File: src/hw/periph_pkg.sv
// Widths, register map and bridge states shared by the peripheral subsystem
// Import inside a module body, or use scoped names in a module header
package periph_pkg;

  typedef logic [31:0] data_t;
  typedef logic [11:0] addr_t;
  typedef logic [3:0]  sel_t;
  typedef logic [7:0]  offset_t;

  // Peripheral select codes in addr bits 11:8
  localparam sel_t SEL_INTR  = 4'd0;
  localparam sel_t SEL_GPIO  = 4'd1;
  localparam sel_t SEL_TIMER = 4'd2;

  // Interrupt controller
  localparam offset_t INTR_PENDING = 8'h00;
  localparam offset_t INTR_ENABLE  = 8'h04;
  localparam offset_t INTR_CLAIM   = 8'h08;
  localparam offset_t INTR_MSIP    = 8'h0C;

  // GPIO
  localparam offset_t GPIO_OUT         = 8'h00;
  localparam offset_t GPIO_OUT_EN      = 8'h04;
  localparam offset_t GPIO_IN          = 8'h08;
  localparam offset_t GPIO_INTR_EN     = 8'h0C;
  localparam offset_t GPIO_INTR_STATUS = 8'h10;

  // Machine timer
  localparam offset_t TIMER_CTRL     = 8'h00;
  localparam offset_t TIMER_MTIME    = 8'h04;
  localparam offset_t TIMER_MTIMECMP = 8'h08;

  typedef enum logic [1:0] {
    IDLE,
    ACCESS,
    ACK,
    RELEASE
  } bridge_state_e;

endpackage : periph_pkg

File: src/hw/bus_to_reg.sv
// Bridge from the host's four-phase req/ack port to a one-cycle register strobe
// Read data and error are captured at the end of the strobe and held under ack
module bus_to_reg (
  input  logic              clk_i,
  input  logic              arst_n_i,
  input  logic              req_i,
  input  logic              we_i,
  input  periph_pkg::addr_t addr_i,
  input  periph_pkg::data_t wdata_i,
  input  periph_pkg::data_t reg_rdata_i,
  input  logic              reg_err_i,
  output logic              ack_o,
  output periph_pkg::data_t rdata_o,
  output logic              err_o,
  output logic              reg_valid_o,
  output logic              reg_we_o,
  output periph_pkg::addr_t reg_addr_o,
  output periph_pkg::data_t reg_wdata_o
);

  import periph_pkg::*;

  bridge_state_e state_q;
  bridge_state_e state_d;
  logic          req_q;
  logic          err_q;
  logic          we_q;
  addr_t         addr_q;
  data_t         wdata_q;
  data_t         rdata_q;

  always_comb begin
    state_d = state_q;
    case (state_q)
      IDLE: begin
        if (req_q) begin
          state_d = ACCESS;
        end
      end
      ACCESS:  state_d = ACK;
      // Hold ack until the host lets go of req
      ACK: begin
        if (!req_q) begin
          state_d = RELEASE;
        end
      end
      RELEASE: state_d = IDLE;
      default: state_d = IDLE;
    endcase
  end

  always_ff @(posedge clk_i or negedge arst_n_i) begin
    if (!arst_n_i) begin
      state_q <= IDLE;
      req_q   <= 1'b0;
      err_q   <= 1'b0;
    end else begin
      state_q <= state_d;
      req_q   <= req_i;
      if (state_q == ACCESS) begin
        err_q <= reg_err_i;
      end
    end
  end

  always_ff @(posedge clk_i) begin
    if (state_q == IDLE && req_q) begin
      we_q    <= we_i;
      addr_q  <= addr_i;
      wdata_q <= wdata_i;
    end
    if (state_q == ACCESS) begin
      rdata_q <= reg_rdata_i;
    end
  end

  assign reg_valid_o = (state_q == ACCESS);
  assign reg_we_o    = we_q;
  assign reg_addr_o  = addr_q;
  assign reg_wdata_o = wdata_q;
  assign ack_o       = (state_q == ACK) || (state_q == RELEASE);
  assign rdata_o     = rdata_q;
  assign err_o       = err_q;

  a_ack_after_req: assert property (@(posedge clk_i) disable iff (!arst_n_i)
    $rose(ack_o) |-> $past(req_i))
    else $error("ack_o rose with no request pending");

  // One strobe per host access
  a_single_strobe: assert property (@(posedge clk_i) disable iff (!arst_n_i)
    reg_valid_o |=> !reg_valid_o)
    else $error("reg_valid_o high for two cycles");

endmodule : bus_to_reg

File: src/hw/gpio_ctrl.sv
// GPIO block with output and output-enable registers and rising-edge interrupts
// Status bits are sticky and cleared by writing 1
module gpio_ctrl #(
  parameter int unsigned NGPIO = 8
) (
  input  logic                clk_i,
  input  logic                arst_n_i,
  input  logic                valid_i,
  input  logic                we_i,
  input  periph_pkg::offset_t offset_i,
  input  periph_pkg::data_t   wdata_i,
  input  logic [NGPIO-1:0]    gpio_i,
  output periph_pkg::data_t   rdata_o,
  output logic [NGPIO-1:0]    gpio_o,
  output logic [NGPIO-1:0]    gpio_en_o,
  output logic [NGPIO-1:0]    intr_o
);

  import periph_pkg::*;

  logic [NGPIO-1:0] out_q;
  logic [NGPIO-1:0] out_en_q;
  logic [NGPIO-1:0] intr_en_q;
  logic [NGPIO-1:0] status_q;
  logic [NGPIO-1:0] meta_q;
  logic [NGPIO-1:0] in_q;
  logic [NGPIO-1:0] prev_q;
  logic [NGPIO-1:0] rise;
  logic [NGPIO-1:0] clr;
  logic             wr;

  assign wr   = valid_i & we_i;
  assign rise = in_q & ~prev_q;
  assign clr  = (wr && offset_i == GPIO_INTR_STATUS) ? wdata_i[NGPIO-1:0] : '0;

  always_ff @(posedge clk_i or negedge arst_n_i) begin
    if (!arst_n_i) begin
      out_q     <= '0;
      out_en_q  <= '0;
      intr_en_q <= '0;
      status_q  <= '0;
      meta_q    <= '0;
      in_q      <= '0;
      prev_q    <= '0;
    end else begin
      meta_q   <= gpio_i;
      in_q     <= meta_q;
      prev_q   <= in_q;
      // New edge wins over a clear in the same cycle
      status_q <= (status_q & ~clr) | rise;
      if (wr && offset_i == GPIO_OUT) begin
        out_q <= wdata_i[NGPIO-1:0];
      end
      if (wr && offset_i == GPIO_OUT_EN) begin
        out_en_q <= wdata_i[NGPIO-1:0];
      end
      if (wr && offset_i == GPIO_INTR_EN) begin
        intr_en_q <= wdata_i[NGPIO-1:0];
      end
    end
  end

  always_comb begin
    case (offset_i)
      GPIO_OUT:         rdata_o = data_t'(out_q);
      GPIO_OUT_EN:      rdata_o = data_t'(out_en_q);
      GPIO_IN:          rdata_o = data_t'(in_q);
      GPIO_INTR_EN:     rdata_o = data_t'(intr_en_q);
      GPIO_INTR_STATUS: rdata_o = data_t'(status_q);
      default:          rdata_o = '0;
    endcase
  end

  assign gpio_o    = out_q;
  assign gpio_en_o = out_en_q;
  assign intr_o    = status_q & intr_en_q;

endmodule : gpio_ctrl

File: src/hw/intr_ctrl.sv
// Interrupt controller with fixed priority by ID, claim/complete and a software bit
// Source 0 is reserved and the lowest enabled pending ID wins the claim
module intr_ctrl #(
  parameter int unsigned NGPIO    = 8,
  parameter int unsigned NEXT_INT = 4,
  localparam int unsigned NSRC    = 1 + NGPIO + 1 + NEXT_INT
) (
  input  logic                clk_i,
  input  logic                arst_n_i,
  input  logic                valid_i,
  input  logic                we_i,
  input  periph_pkg::offset_t offset_i,
  input  periph_pkg::data_t   wdata_i,
  input  logic [NSRC-1:0]     intr_src_i,
  output periph_pkg::data_t   rdata_o,
  output logic                irq_o,
  output logic                msip_o
);

  import periph_pkg::*;

  localparam int unsigned IDW = $clog2(NSRC);

  logic [NSRC-1:0] pending_q;
  logic [NSRC-1:0] pending_d;
  logic [NSRC-1:0] in_service_q;
  logic [NSRC-1:0] in_service_d;
  logic [NSRC-1:0] enable_q;
  logic            msip_q;
  logic [IDW-1:0]  claim_id;
  logic            claim_rd;
  logic            complete_wr;

  assign claim_rd    = valid_i && !we_i && (offset_i == INTR_CLAIM);
  assign complete_wr = valid_i && we_i && (offset_i == INTR_CLAIM);

  // Scan from the top so the lowest ID is the last to assign
  always_comb begin
    claim_id = '0;
    for (int i = NSRC - 1; i > 0; i--) begin
      if (pending_q[i] && enable_q[i]) begin
        claim_id = IDW'(i);
      end
    end
  end

  // Gateway
  always_comb begin
    pending_d    = pending_q | (intr_src_i & ~in_service_q);
    in_service_d = in_service_q;
    for (int i = 1; i < NSRC; i++) begin
      if (claim_rd && claim_id == IDW'(i)) begin
        pending_d[i]    = 1'b0;
        in_service_d[i] = 1'b1;
      end
      if (complete_wr && wdata_i == data_t'(i)) begin
        in_service_d[i] = 1'b0;
      end
    end
    pending_d[0]    = 1'b0;
    in_service_d[0] = 1'b0;
  end

  always_ff @(posedge clk_i or negedge arst_n_i) begin
    if (!arst_n_i) begin
      pending_q    <= '0;
      in_service_q <= '0;
      enable_q     <= '0;
      msip_q       <= 1'b0;
    end else begin
      pending_q    <= pending_d;
      in_service_q <= in_service_d;
      if (valid_i && we_i && offset_i == INTR_ENABLE) begin
        enable_q <= wdata_i[NSRC-1:0];
      end
      if (valid_i && we_i && offset_i == INTR_MSIP) begin
        msip_q <= wdata_i[0];
      end
    end
  end

  always_comb begin
    case (offset_i)
      INTR_PENDING: rdata_o = data_t'(pending_q);
      INTR_ENABLE:  rdata_o = data_t'(enable_q);
      INTR_CLAIM:   rdata_o = data_t'(claim_id);
      INTR_MSIP:    rdata_o = data_t'(msip_q);
      default:      rdata_o = '0;
    endcase
  end

  assign irq_o  = |(pending_q & enable_q);
  assign msip_o = msip_q;

  a_src_limit: assert property (@(posedge clk_i) NSRC <= 32)
    else $error("intr_ctrl: %0d sources, at most 32 fit a data word", NSRC);

endmodule : intr_ctrl

File: src/hw/mtimer.sv
// Machine timer, a 32-bit up counter with a compare interrupt
// Counts every cycle while enabled, a write to MTIME loads the counter
module mtimer (
  input  logic                clk_i,
  input  logic                arst_n_i,
  input  logic                valid_i,
  input  logic                we_i,
  input  periph_pkg::offset_t offset_i,
  input  periph_pkg::data_t   wdata_i,
  output periph_pkg::data_t   rdata_o,
  output logic                intr_o
);

  import periph_pkg::*;

  logic  en_q;
  data_t mtime_q;
  data_t mtimecmp_q;
  logic  wr;

  assign wr = valid_i & we_i;

  always_ff @(posedge clk_i or negedge arst_n_i) begin
    if (!arst_n_i) begin
      en_q       <= 1'b0;
      mtime_q    <= '0;
      mtimecmp_q <= '1;
    end else begin
      if (wr && offset_i == TIMER_CTRL) begin
        en_q <= wdata_i[0];
      end
      // Load takes precedence over counting
      if (wr && offset_i == TIMER_MTIME) begin
        mtime_q <= wdata_i;
      end else if (en_q) begin
        mtime_q <= mtime_q + 32'd1;
      end
      if (wr && offset_i == TIMER_MTIMECMP) begin
        mtimecmp_q <= wdata_i;
      end
    end
  end

  always_comb begin
    case (offset_i)
      TIMER_CTRL:     rdata_o = data_t'(en_q);
      TIMER_MTIME:    rdata_o = mtime_q;
      TIMER_MTIMECMP: rdata_o = mtimecmp_q;
      default:        rdata_o = '0;
    endcase
  end

  assign intr_o = en_q && (mtime_q >= mtimecmp_q);

endmodule : mtimer

File: src/hw/peripheral_subsystem.sv
// Top of the peripheral subsystem: host bridge, decoder and three peripherals
// Source vector is {ext, timer, gpio, reserved 0}, lowest ID first
module peripheral_subsystem #(
  parameter int unsigned NGPIO    = 8,
  parameter int unsigned NEXT_INT = 4
) (
  input  logic              clk_i,
  input  logic              arst_n_i,
  input  logic              req_i,
  input  logic              we_i,
  input  periph_pkg::addr_t addr_i,
  input  periph_pkg::data_t wdata_i,
  input  logic [NEXT_INT-1:0] ext_intr_i,
  input  logic [NGPIO-1:0]  gpio_i,
  output logic              ack_o,
  output periph_pkg::data_t rdata_o,
  output logic              err_o,
  output logic              irq_o,
  output logic              msip_o,
  output logic              timer_intr_o,
  output logic [NGPIO-1:0]  gpio_o,
  output logic [NGPIO-1:0]  gpio_en_o
);

  import periph_pkg::*;

  localparam int unsigned NSRC = 1 + NGPIO + 1 + NEXT_INT;

  logic             reg_valid;
  logic             reg_we;
  addr_t            reg_addr;
  data_t            reg_wdata;
  data_t            reg_rdata;
  logic             reg_err;
  logic             intr_valid;
  logic             gpio_valid;
  logic             timer_valid;
  data_t            intr_rdata;
  data_t            gpio_rdata;
  data_t            timer_rdata;
  logic [NGPIO-1:0] gpio_intr;
  logic             timer_intr;
  logic [NSRC-1:0]  intr_src;

  // ID 0 stays low
  assign intr_src     = {ext_intr_i, timer_intr, gpio_intr, 1'b0};
  assign timer_intr_o = timer_intr;

  bus_to_reg u_bus_to_reg (
    .clk_i,
    .arst_n_i,
    .req_i,
    .we_i,
    .addr_i,
    .wdata_i,
    .reg_rdata_i (reg_rdata),
    .reg_err_i   (reg_err),
    .ack_o,
    .rdata_o,
    .err_o,
    .reg_valid_o (reg_valid),
    .reg_we_o    (reg_we),
    .reg_addr_o  (reg_addr),
    .reg_wdata_o (reg_wdata)
  );

  reg_demux u_reg_demux (
    .reg_valid_i   (reg_valid),
    .reg_addr_i    (reg_addr),
    .intr_rdata_i  (intr_rdata),
    .gpio_rdata_i  (gpio_rdata),
    .timer_rdata_i (timer_rdata),
    .intr_valid_o  (intr_valid),
    .gpio_valid_o  (gpio_valid),
    .timer_valid_o (timer_valid),
    .reg_rdata_o   (reg_rdata),
    .reg_err_o     (reg_err)
  );

  intr_ctrl #(
    .NGPIO    (NGPIO),
    .NEXT_INT (NEXT_INT)
  ) u_intr_ctrl (
    .clk_i,
    .arst_n_i,
    .valid_i    (intr_valid),
    .we_i       (reg_we),
    .offset_i   (reg_addr[7:0]),
    .wdata_i    (reg_wdata),
    .intr_src_i (intr_src),
    .rdata_o    (intr_rdata),
    .irq_o,
    .msip_o
  );

  gpio_ctrl #(
    .NGPIO (NGPIO)
  ) u_gpio_ctrl (
    .clk_i,
    .arst_n_i,
    .valid_i   (gpio_valid),
    .we_i      (reg_we),
    .offset_i  (reg_addr[7:0]),
    .wdata_i   (reg_wdata),
    .gpio_i,
    .rdata_o   (gpio_rdata),
    .gpio_o,
    .gpio_en_o,
    .intr_o    (gpio_intr)
  );

  mtimer u_mtimer (
    .clk_i,
    .arst_n_i,
    .valid_i  (timer_valid),
    .we_i     (reg_we),
    .offset_i (reg_addr[7:0]),
    .wdata_i  (reg_wdata),
    .rdata_o  (timer_rdata),
    .intr_o   (timer_intr)
  );

endmodule : peripheral_subsystem

File: src/hw/reg_demux.sv
// Address decoder for the internal register strobe
// Routes the valid to one peripheral and returns its read data, or an error
module reg_demux (
  input  logic              reg_valid_i,
  input  periph_pkg::addr_t reg_addr_i,
  input  periph_pkg::data_t intr_rdata_i,
  input  periph_pkg::data_t gpio_rdata_i,
  input  periph_pkg::data_t timer_rdata_i,
  output logic              intr_valid_o,
  output logic              gpio_valid_o,
  output logic              timer_valid_o,
  output periph_pkg::data_t reg_rdata_o,
  output logic              reg_err_o
);

  import periph_pkg::*;

  sel_t sel;
  logic mapped;

  assign sel = reg_addr_i[11:8];

  always_comb begin
    intr_valid_o  = 1'b0;
    gpio_valid_o  = 1'b0;
    timer_valid_o = 1'b0;
    reg_rdata_o   = '0;
    mapped        = 1'b1;
    case (sel)
      SEL_INTR: begin
        intr_valid_o = reg_valid_i;
        reg_rdata_o  = intr_rdata_i;
      end
      SEL_GPIO: begin
        gpio_valid_o = reg_valid_i;
        reg_rdata_o  = gpio_rdata_i;
      end
      SEL_TIMER: begin
        timer_valid_o = reg_valid_i;
        reg_rdata_o   = timer_rdata_i;
      end
      // Unmapped select, nobody sees the access
      default: begin
        mapped = 1'b0;
      end
    endcase
  end

  assign reg_err_o = reg_valid_i & ~mapped;

endmodule : reg_demux

File: config.mk
export PLATFORM = sky130hd
export DESIGN_NAME = peripheral_subsystem
export DESIGN_NICKNAME = d
export VERILOG_FILES = /design/src/hw/periph_pkg.sv /design/src/hw/bus_to_reg.sv /design/src/hw/gpio_ctrl.sv /design/src/hw/intr_ctrl.sv /design/src/hw/mtimer.sv /design/src/hw/peripheral_subsystem.sv /design/src/hw/reg_demux.sv
export SDC_FILE = /design/constraint.sdc
export NUM_CORES = 1
export LEC_CHECK = 0
export BUFFER_PORTS_ARGS = -buffer_cell sky130_fd_sc_hd__buf_2
export CORE_ASPECT_RATIO = 0.9
export CORE_MARGIN = 3
export CORE_UTILIZATION = 25
export DETAILED_ROUTE_END_ITERATION = 12
export HOLD_SLACK_MARGIN = 0.03
export SYNTH_ARGS = -nofsm -noshare
export SYNTH_HDL_FRONTEND = slang
export SYNTH_SLANG_ARGS = --single-unit
File: constraint.sdc
create_clock -name clk_i -period 4.5 [get_ports clk_i]
set_input_delay 1.125 -clock clk_i [delete_from_list [all_inputs] [get_ports clk_i]]
set_output_delay 1.125 -clock clk_i [all_outputs]
set_load 0.1 [all_outputs]
* Yosys cells after proc, flatten, opt, wreduce, memory -nomap -nowiden
Index checks and enable logic that the tools add are counted.
** Word-level totals
- ROM bits :: 0
- Bits of input ports :: 60
- Register bits after elaboration :: 243
- Memory bits (writable) :: 0
- Memories kept :: 0
- Bits in latches :: 0
** Operators by class
- Bitwise logic cells :: 14
- Equality and inequality tests :: 37
- Add/sub/neg operators :: 1
- Shift-type cells :: 0
- Multipliers :: 0
- Divide/modulo/power cells :: 0
- Muxes and demuxes :: 66
- $lt $le $gt $ge :: 1
- Reduce and logical (&&, ||, !) cells :: 76
** Operator list (count)
- 32-bit by 4-bit == test with 1-bit output, second input constant :: 6
- 32-bit case mux with 3 select lines :: 2
- 32-bit by 3-bit == test with 1-bit output, second input constant :: 4
- 32-bit by 2-bit == test with 1-bit output, second input constant :: 2
- 32-bit 2-to-1 mux :: 2
- 14-bit case mux with 4 select lines :: 1
- 1-bit logical AND :: 54
- 4-bit 2-to-1 mux :: 13
- 1-bit 2-to-1 mux :: 43
- 8-bit case mux with 5 select lines :: 1
- 32-bit by 1-bit adder with 32-bit output, second input constant :: 1
- 32-bit by 1-bit == test with 1-bit output, second input constant :: 1
- 32-bit >= comparator :: 1
- 14-bit bitwise AND :: 2
- 2-bit nonzero test :: 14
- 8-bit bitwise AND :: 3
- 4-bit == test, second input constant :: 6
- 4-bit by 3-bit == test with 1-bit output, second input constant :: 4
- 8-bit by 4-bit == test with 1-bit output, second input constant :: 2
- 8-bit inverter :: 2
- 14-bit inverter :: 1
- 14-bit OR :: 1
- 14-bit OR reduction :: 1
- 4-bit by 2-bit == test with 1-bit output, second input constant :: 3
- 20 further kinds :: 25

* Depth between registers and ports, before layout
- Depth in word-level cells :: 18
- Gate-level depth with buffers :: 8

* Hierarchy
Synthesis repeated with hierarchy kept, for this count alone.
** Unflattened totals
- Cell total of the unflattened synthesis :: 1070
- Area total of the unflattened synthesis :: 12922.4 µm²
** By module, submodules not included
- mtimer :: cells each 425, area an instance 4311.6 µm², times used 1
- gpio_ctrl :: cells each 209, area an instance 2598.7 µm², times used 1
- bus_to_reg :: cells each 97, area an instance 2567.5 µm², times used 1
- intr_ctrl :: cells each 255, area an instance 2496.1 µm², times used 1
- reg_demux :: cells each 83, area an instance 944.7 µm², times used 1
- peripheral_subsystem :: cells each 1, area an instance 3.8 µm², times used 1

* Least setup slack after synthesis
Ideal clock, no wire load.
- Path type :: register -> output
- Start :: reg u_mtimer.mtimecmp_q[10]
- End :: out timer_intr_o
- Path slack :: -0.271 ns
- Stages on the path, launching flop included :: 9
- Arrival :: 3.646 ns
- Path buffers :: 0
- Data required time :: 3.375 ns
- Cells stage by stage :: dfstp_2 inv_1 ha_1 and3_1 o21ai_0 a21o_1 a31oi_1 o21ai_0 a21boi_0
** Between the ends
- Cells in the longest elaborated chain, start to end :: 2
** RTL lines
- start: declaration :: RTL line mtimer.sv:18 : data_t mtimecmp_q;
- start signal: assignment :: RTL line mtimer.sv:39 : mtimecmp_q <= wdata_i;
- 32-bit >= comparator :: RTL line mtimer.sv:53 : assign intr_o = en_q && (mtime_q >= mtimecmp_q);
- 1-bit logical AND :: RTL line mtimer.sv:53
- end: declaration :: RTL line peripheral_subsystem.sv:20 : output logic timer_intr_o,
Every way passes these cells.

* Final worst setup path
Ends and elaborated chain as after synthesis.

==> results.json <==
{
  "antenna_found_initial": 0,
  "power_density_nw_per_um2": 470,
  "clkLatencyLatePin_ps": 550,
  "finalNetCount": 1186,
  "start_util_pct": 25.6,
  "cts_tree": "yes",
  "ctsHoldBuffers": 0,
  "crit_type": "reg2out",
  "synth_seq_cells": 243,
  "die_width_um": 231,
  "final_cell_mix": "134 x dfrtp_1, 111 x buf_2, 93 x nand2_1",
  "cp-start-kind": "flop",
  "setup_viol": 0,
  "synth_compound_area_share_pct": 13.2,
  "cts_buffers": 28,
  "die_h_um": 209,
  "grt_max_degree": 92,
  "vias": 8226,
  "port_buffers": 112,
  "dp_hpwl_um": 23700,
  "final.period_utilization_pct": 90.3,
  "holdCritPathClass": "reg2reg",
  "synth_fa_ha_area_share_pct": 4.17,
  "cts.clk_slew.worst_paths_ps": 60,
  "fin_crit_ps": 4060,
  "maxSlewViolCount": 0,
  "grtUsageTotal_pct": 13.6,
  "fin_skew_ps": 14.8,
  "first_pass_iters": 5,
  "r2r_start": "u_bus_to_reg.reg_addr_o[5]$_DFFE_PP_",
  "synth_top_flop_cell": "dfrtp_1",
  "hold_viol": 0,
  "synth-simple-area-share_pct": 11.5,
  "synth_top_family_by_area": "compound AO/OA/AOI/OAI gates",
  "postCtsSetupRepairBufs": 0,
  "syn_area_um2": 11400,
  "synthCells": 971,
  "synth_area_per_cell_um2": 11.7,
  "cts.sinks": 243,
  "rows": 73,
  "n_antenna_cell": 0,
  "cts-resized-gates": 0,
  "arrival_ps": 2940,
  "vias_per_cell": 4.81,
  "r2r_cells": 7,
  "ir_worst_vdd_v": 0.000246,
  "synth_fp_nets": 1069,
  "reg2reg_to": "u_intr_ctrl.in_service_q[11]$_DFFE_PN0P_",
  "routabilityCongestion": 0.881,
  "postSynth.asyncResetShare_pct": 68.3,
  "grt_pass1_vias": 8258,
  "endpoint_kind": "output port",
  "drc": 0,
  "grt_pass1_wl_um": 50600,
  "ys_warn_count": 0,
  "critPathLaunch": "u_mtimer.mtimecmp_q[10]$_DFFE_PN1P_",
  "relSlewSlack_pct": 39.0,
  "htreeDepth": 1,
  "synth_mux_area_share_pct": 7.96,
  "ff2ff_setup_slack_ps": 1330,
  "drive_above_1_share_pct": 24.3,
  "cts_buffer_depth": 3,
  "final_common_cell": "dfrtp_1",
  "seq_area_frac_synth_pct": 57.1,
  "ys_types": 67,
  "cp-endpoint": "timer_intr_o",
  "outcome": "completed",
  "synth-edff-count": 77,
  "rsz0062_at_grt": "false",
  "worstMarginPinSlew_ps": 915,
  "p_leak_nw": 5.53,
  "synth_xor_area_share_pct": 2.38,
  "max_freq_ghz": 0.246,
  "io_pins": 113,
  "first_iter_violations": 649,
  "max-cap-violations": 0,
  "wirelength_um": 33300,
  "placed_area_um2": 12600,
  "final_cell_area_um2": 13600,
  "die_area_um2": 48200,
  "final_util_pct": 30.5,
  "seqCellArea_um2": 6510,
  "finalPower_mw": 6.40,
  "placed_cells": 1658,
  "required_ps": 3380,
  "worstHoldStart": "u_gpio_ctrl.meta_q[2]$_DFF_PN0_",
  "grt_overflow_total": 0,
  "routedWlPerCell_um": 19.5,
  "area_growth_syn_to_layout_pct": 19.4,
  "stdcell_count": 1709,
  "cts-root-buf": "clkbuf_16",
  "setup_tns_ps": 0,
  "fillerInstances": 4637,
  "critPathMaxFanout": 3,
  "multiInputGateArea_um2": 4480,
  "core_um2": 44600,
  "ant_nets": 0
}
[layer usage]
| metal | vias to the layer above | track usage [%] | part of all wire [%] |
|---|---|---|---|
| met5 | - | 0 | 0 |
| met4 | 0 | 3.95 | 3.0 |
| met3 | 51 | 3.49 | 7.1 |
| met2 | 260 | 20.7 | 44 |
| met1 | 4110 | 19.0 | 46 |
| li1 | 3805 | - | - |
[power breakdown]
group	switching [mW]	internal [mW]
logic	1.11	0.185
registers	0.171	2.55
clock network	0.922	1.46
[cells by family after synthesis]
kind of cell	count (synthesis)
buffers and inverters	101
AND/OR/NAND/NOR	245
adder cells (fa/ha/maj)	38
XOR/XNOR	31
multiplexers	82
flip-flops	243
AO/OA/AOI/OAI	231
[layout make-up]
class | count | area share [%]
well taps | 600 | 5.52
multi-input cells | 627 | 32.9
inverters | 61 | 1.68
flip-flops and latches | 243 | 47.8
clock inverters | 10 | 0.974
repair buffers | 127 | 4.99
clock buffers | 41 | 6.15
[through the flow]
step | worst slack [ps] | hold slack [ps]
4_1_cts | 372 | 349
3_3_place_gp | 1030 | 337
2_1_floorplan | 464 | 331
6_report | 435 | 347
3_5_place_dp | 989 | 337
5_1_grt | 248 | 354
[worst min-delay path by stage]
stage | endpoint | slack, ps | cells past startpoint
after global routing | u_gpio_ctrl.in_q[3]$_DFF_PN0_ | 350 | 0
after floorplan | u_gpio_ctrl.in_q[0]$_DFF_PN0_ | 330 | 0
after global placement | u_gpio_ctrl.in_q[7]$_DFF_PN0_ | 340 | 0
after detailed placement | u_gpio_ctrl.in_q[2]$_DFF_PN0_ | 340 | 0
final | u_gpio_ctrl.in_q[2]$_DFF_PN0_ | 350 | 0
after CTS | u_gpio_ctrl.in_q[2]$_DFF_PN0_ | 350 | 0
[sequential cells by signal, indices dropped and copies added, names as in the netlist, 12 cells and up]
name and flops:
u_bus_to_reg.rdata_o 32, u_bus_to_reg.reg_wdata_o 32, u_mtimer.mtime_q 32, u_mtimer.mtimecmp_q 32, u_intr_ctrl.enable_q 14, u_intr_ctrl.in_service_q 13
u_intr_ctrl.pending_q 13, u_bus_to_reg.reg_addr_o 12
[synthesized netlist by cell type (4+ instances only)]
cell type | number | share of area, %
dfrtp_1 | 134 | 29
nand2_1 | 93 | 3.1
edfxtp_1 | 77 | 20
inv_1 | 61 | 2.0
a21oi_1 | 53 | 2.3
o21ai_0 | 51 | 2.2
a22oi_1 | 49 | 3.2
mux2_2 | 43 | 4.2
nor2_1 | 40 | 1.3
ha_1 | 38 | 4.2
dfstp_2 | 32 | 7.4
mux2_1 | 26 | 2.6
clkbuf_1 | 19 | 0.63
nand3_1 | 19 | 0.83
xnor2_1 | 19 | 1.5
nand4_1 | 16 | 0.88
buf_2 | 15 | 0.66
a31oi_1 | 14 | 0.77
mux2i_1 | 13 | 1.1
xor2_1 | 12 | 0.92
a21o_1 | 11 | 0.72
and3_1 | 10 | 0.55
nor4_1 | 10 | 0.55
a22o_1 | 9 | 0.69
o221ai_1 | 9 | 0.69
and2_1 | 8 | 0.44
nor2b_1 | 7 | 0.38
o22ai_1 | 7 | 0.38
and4_1 | 6 | 0.46
nor3_2 | 6 | 0.53
nor3_1 | 5 | 0.22
a221oi_1 | 4 | 0.31
[worst max-delay path, stage by stage, from the launching register on]
cell      delay [ps]
dfstp_2          540
inv_1             40
ha_1             280
and3_1           200
o21ai_0          100
a21o_1           180
a31oi_1          140
o21ai_0          130
a21boi_1         290
buf_2            490
Note: power is estimated with default switching activity, not from simulation.
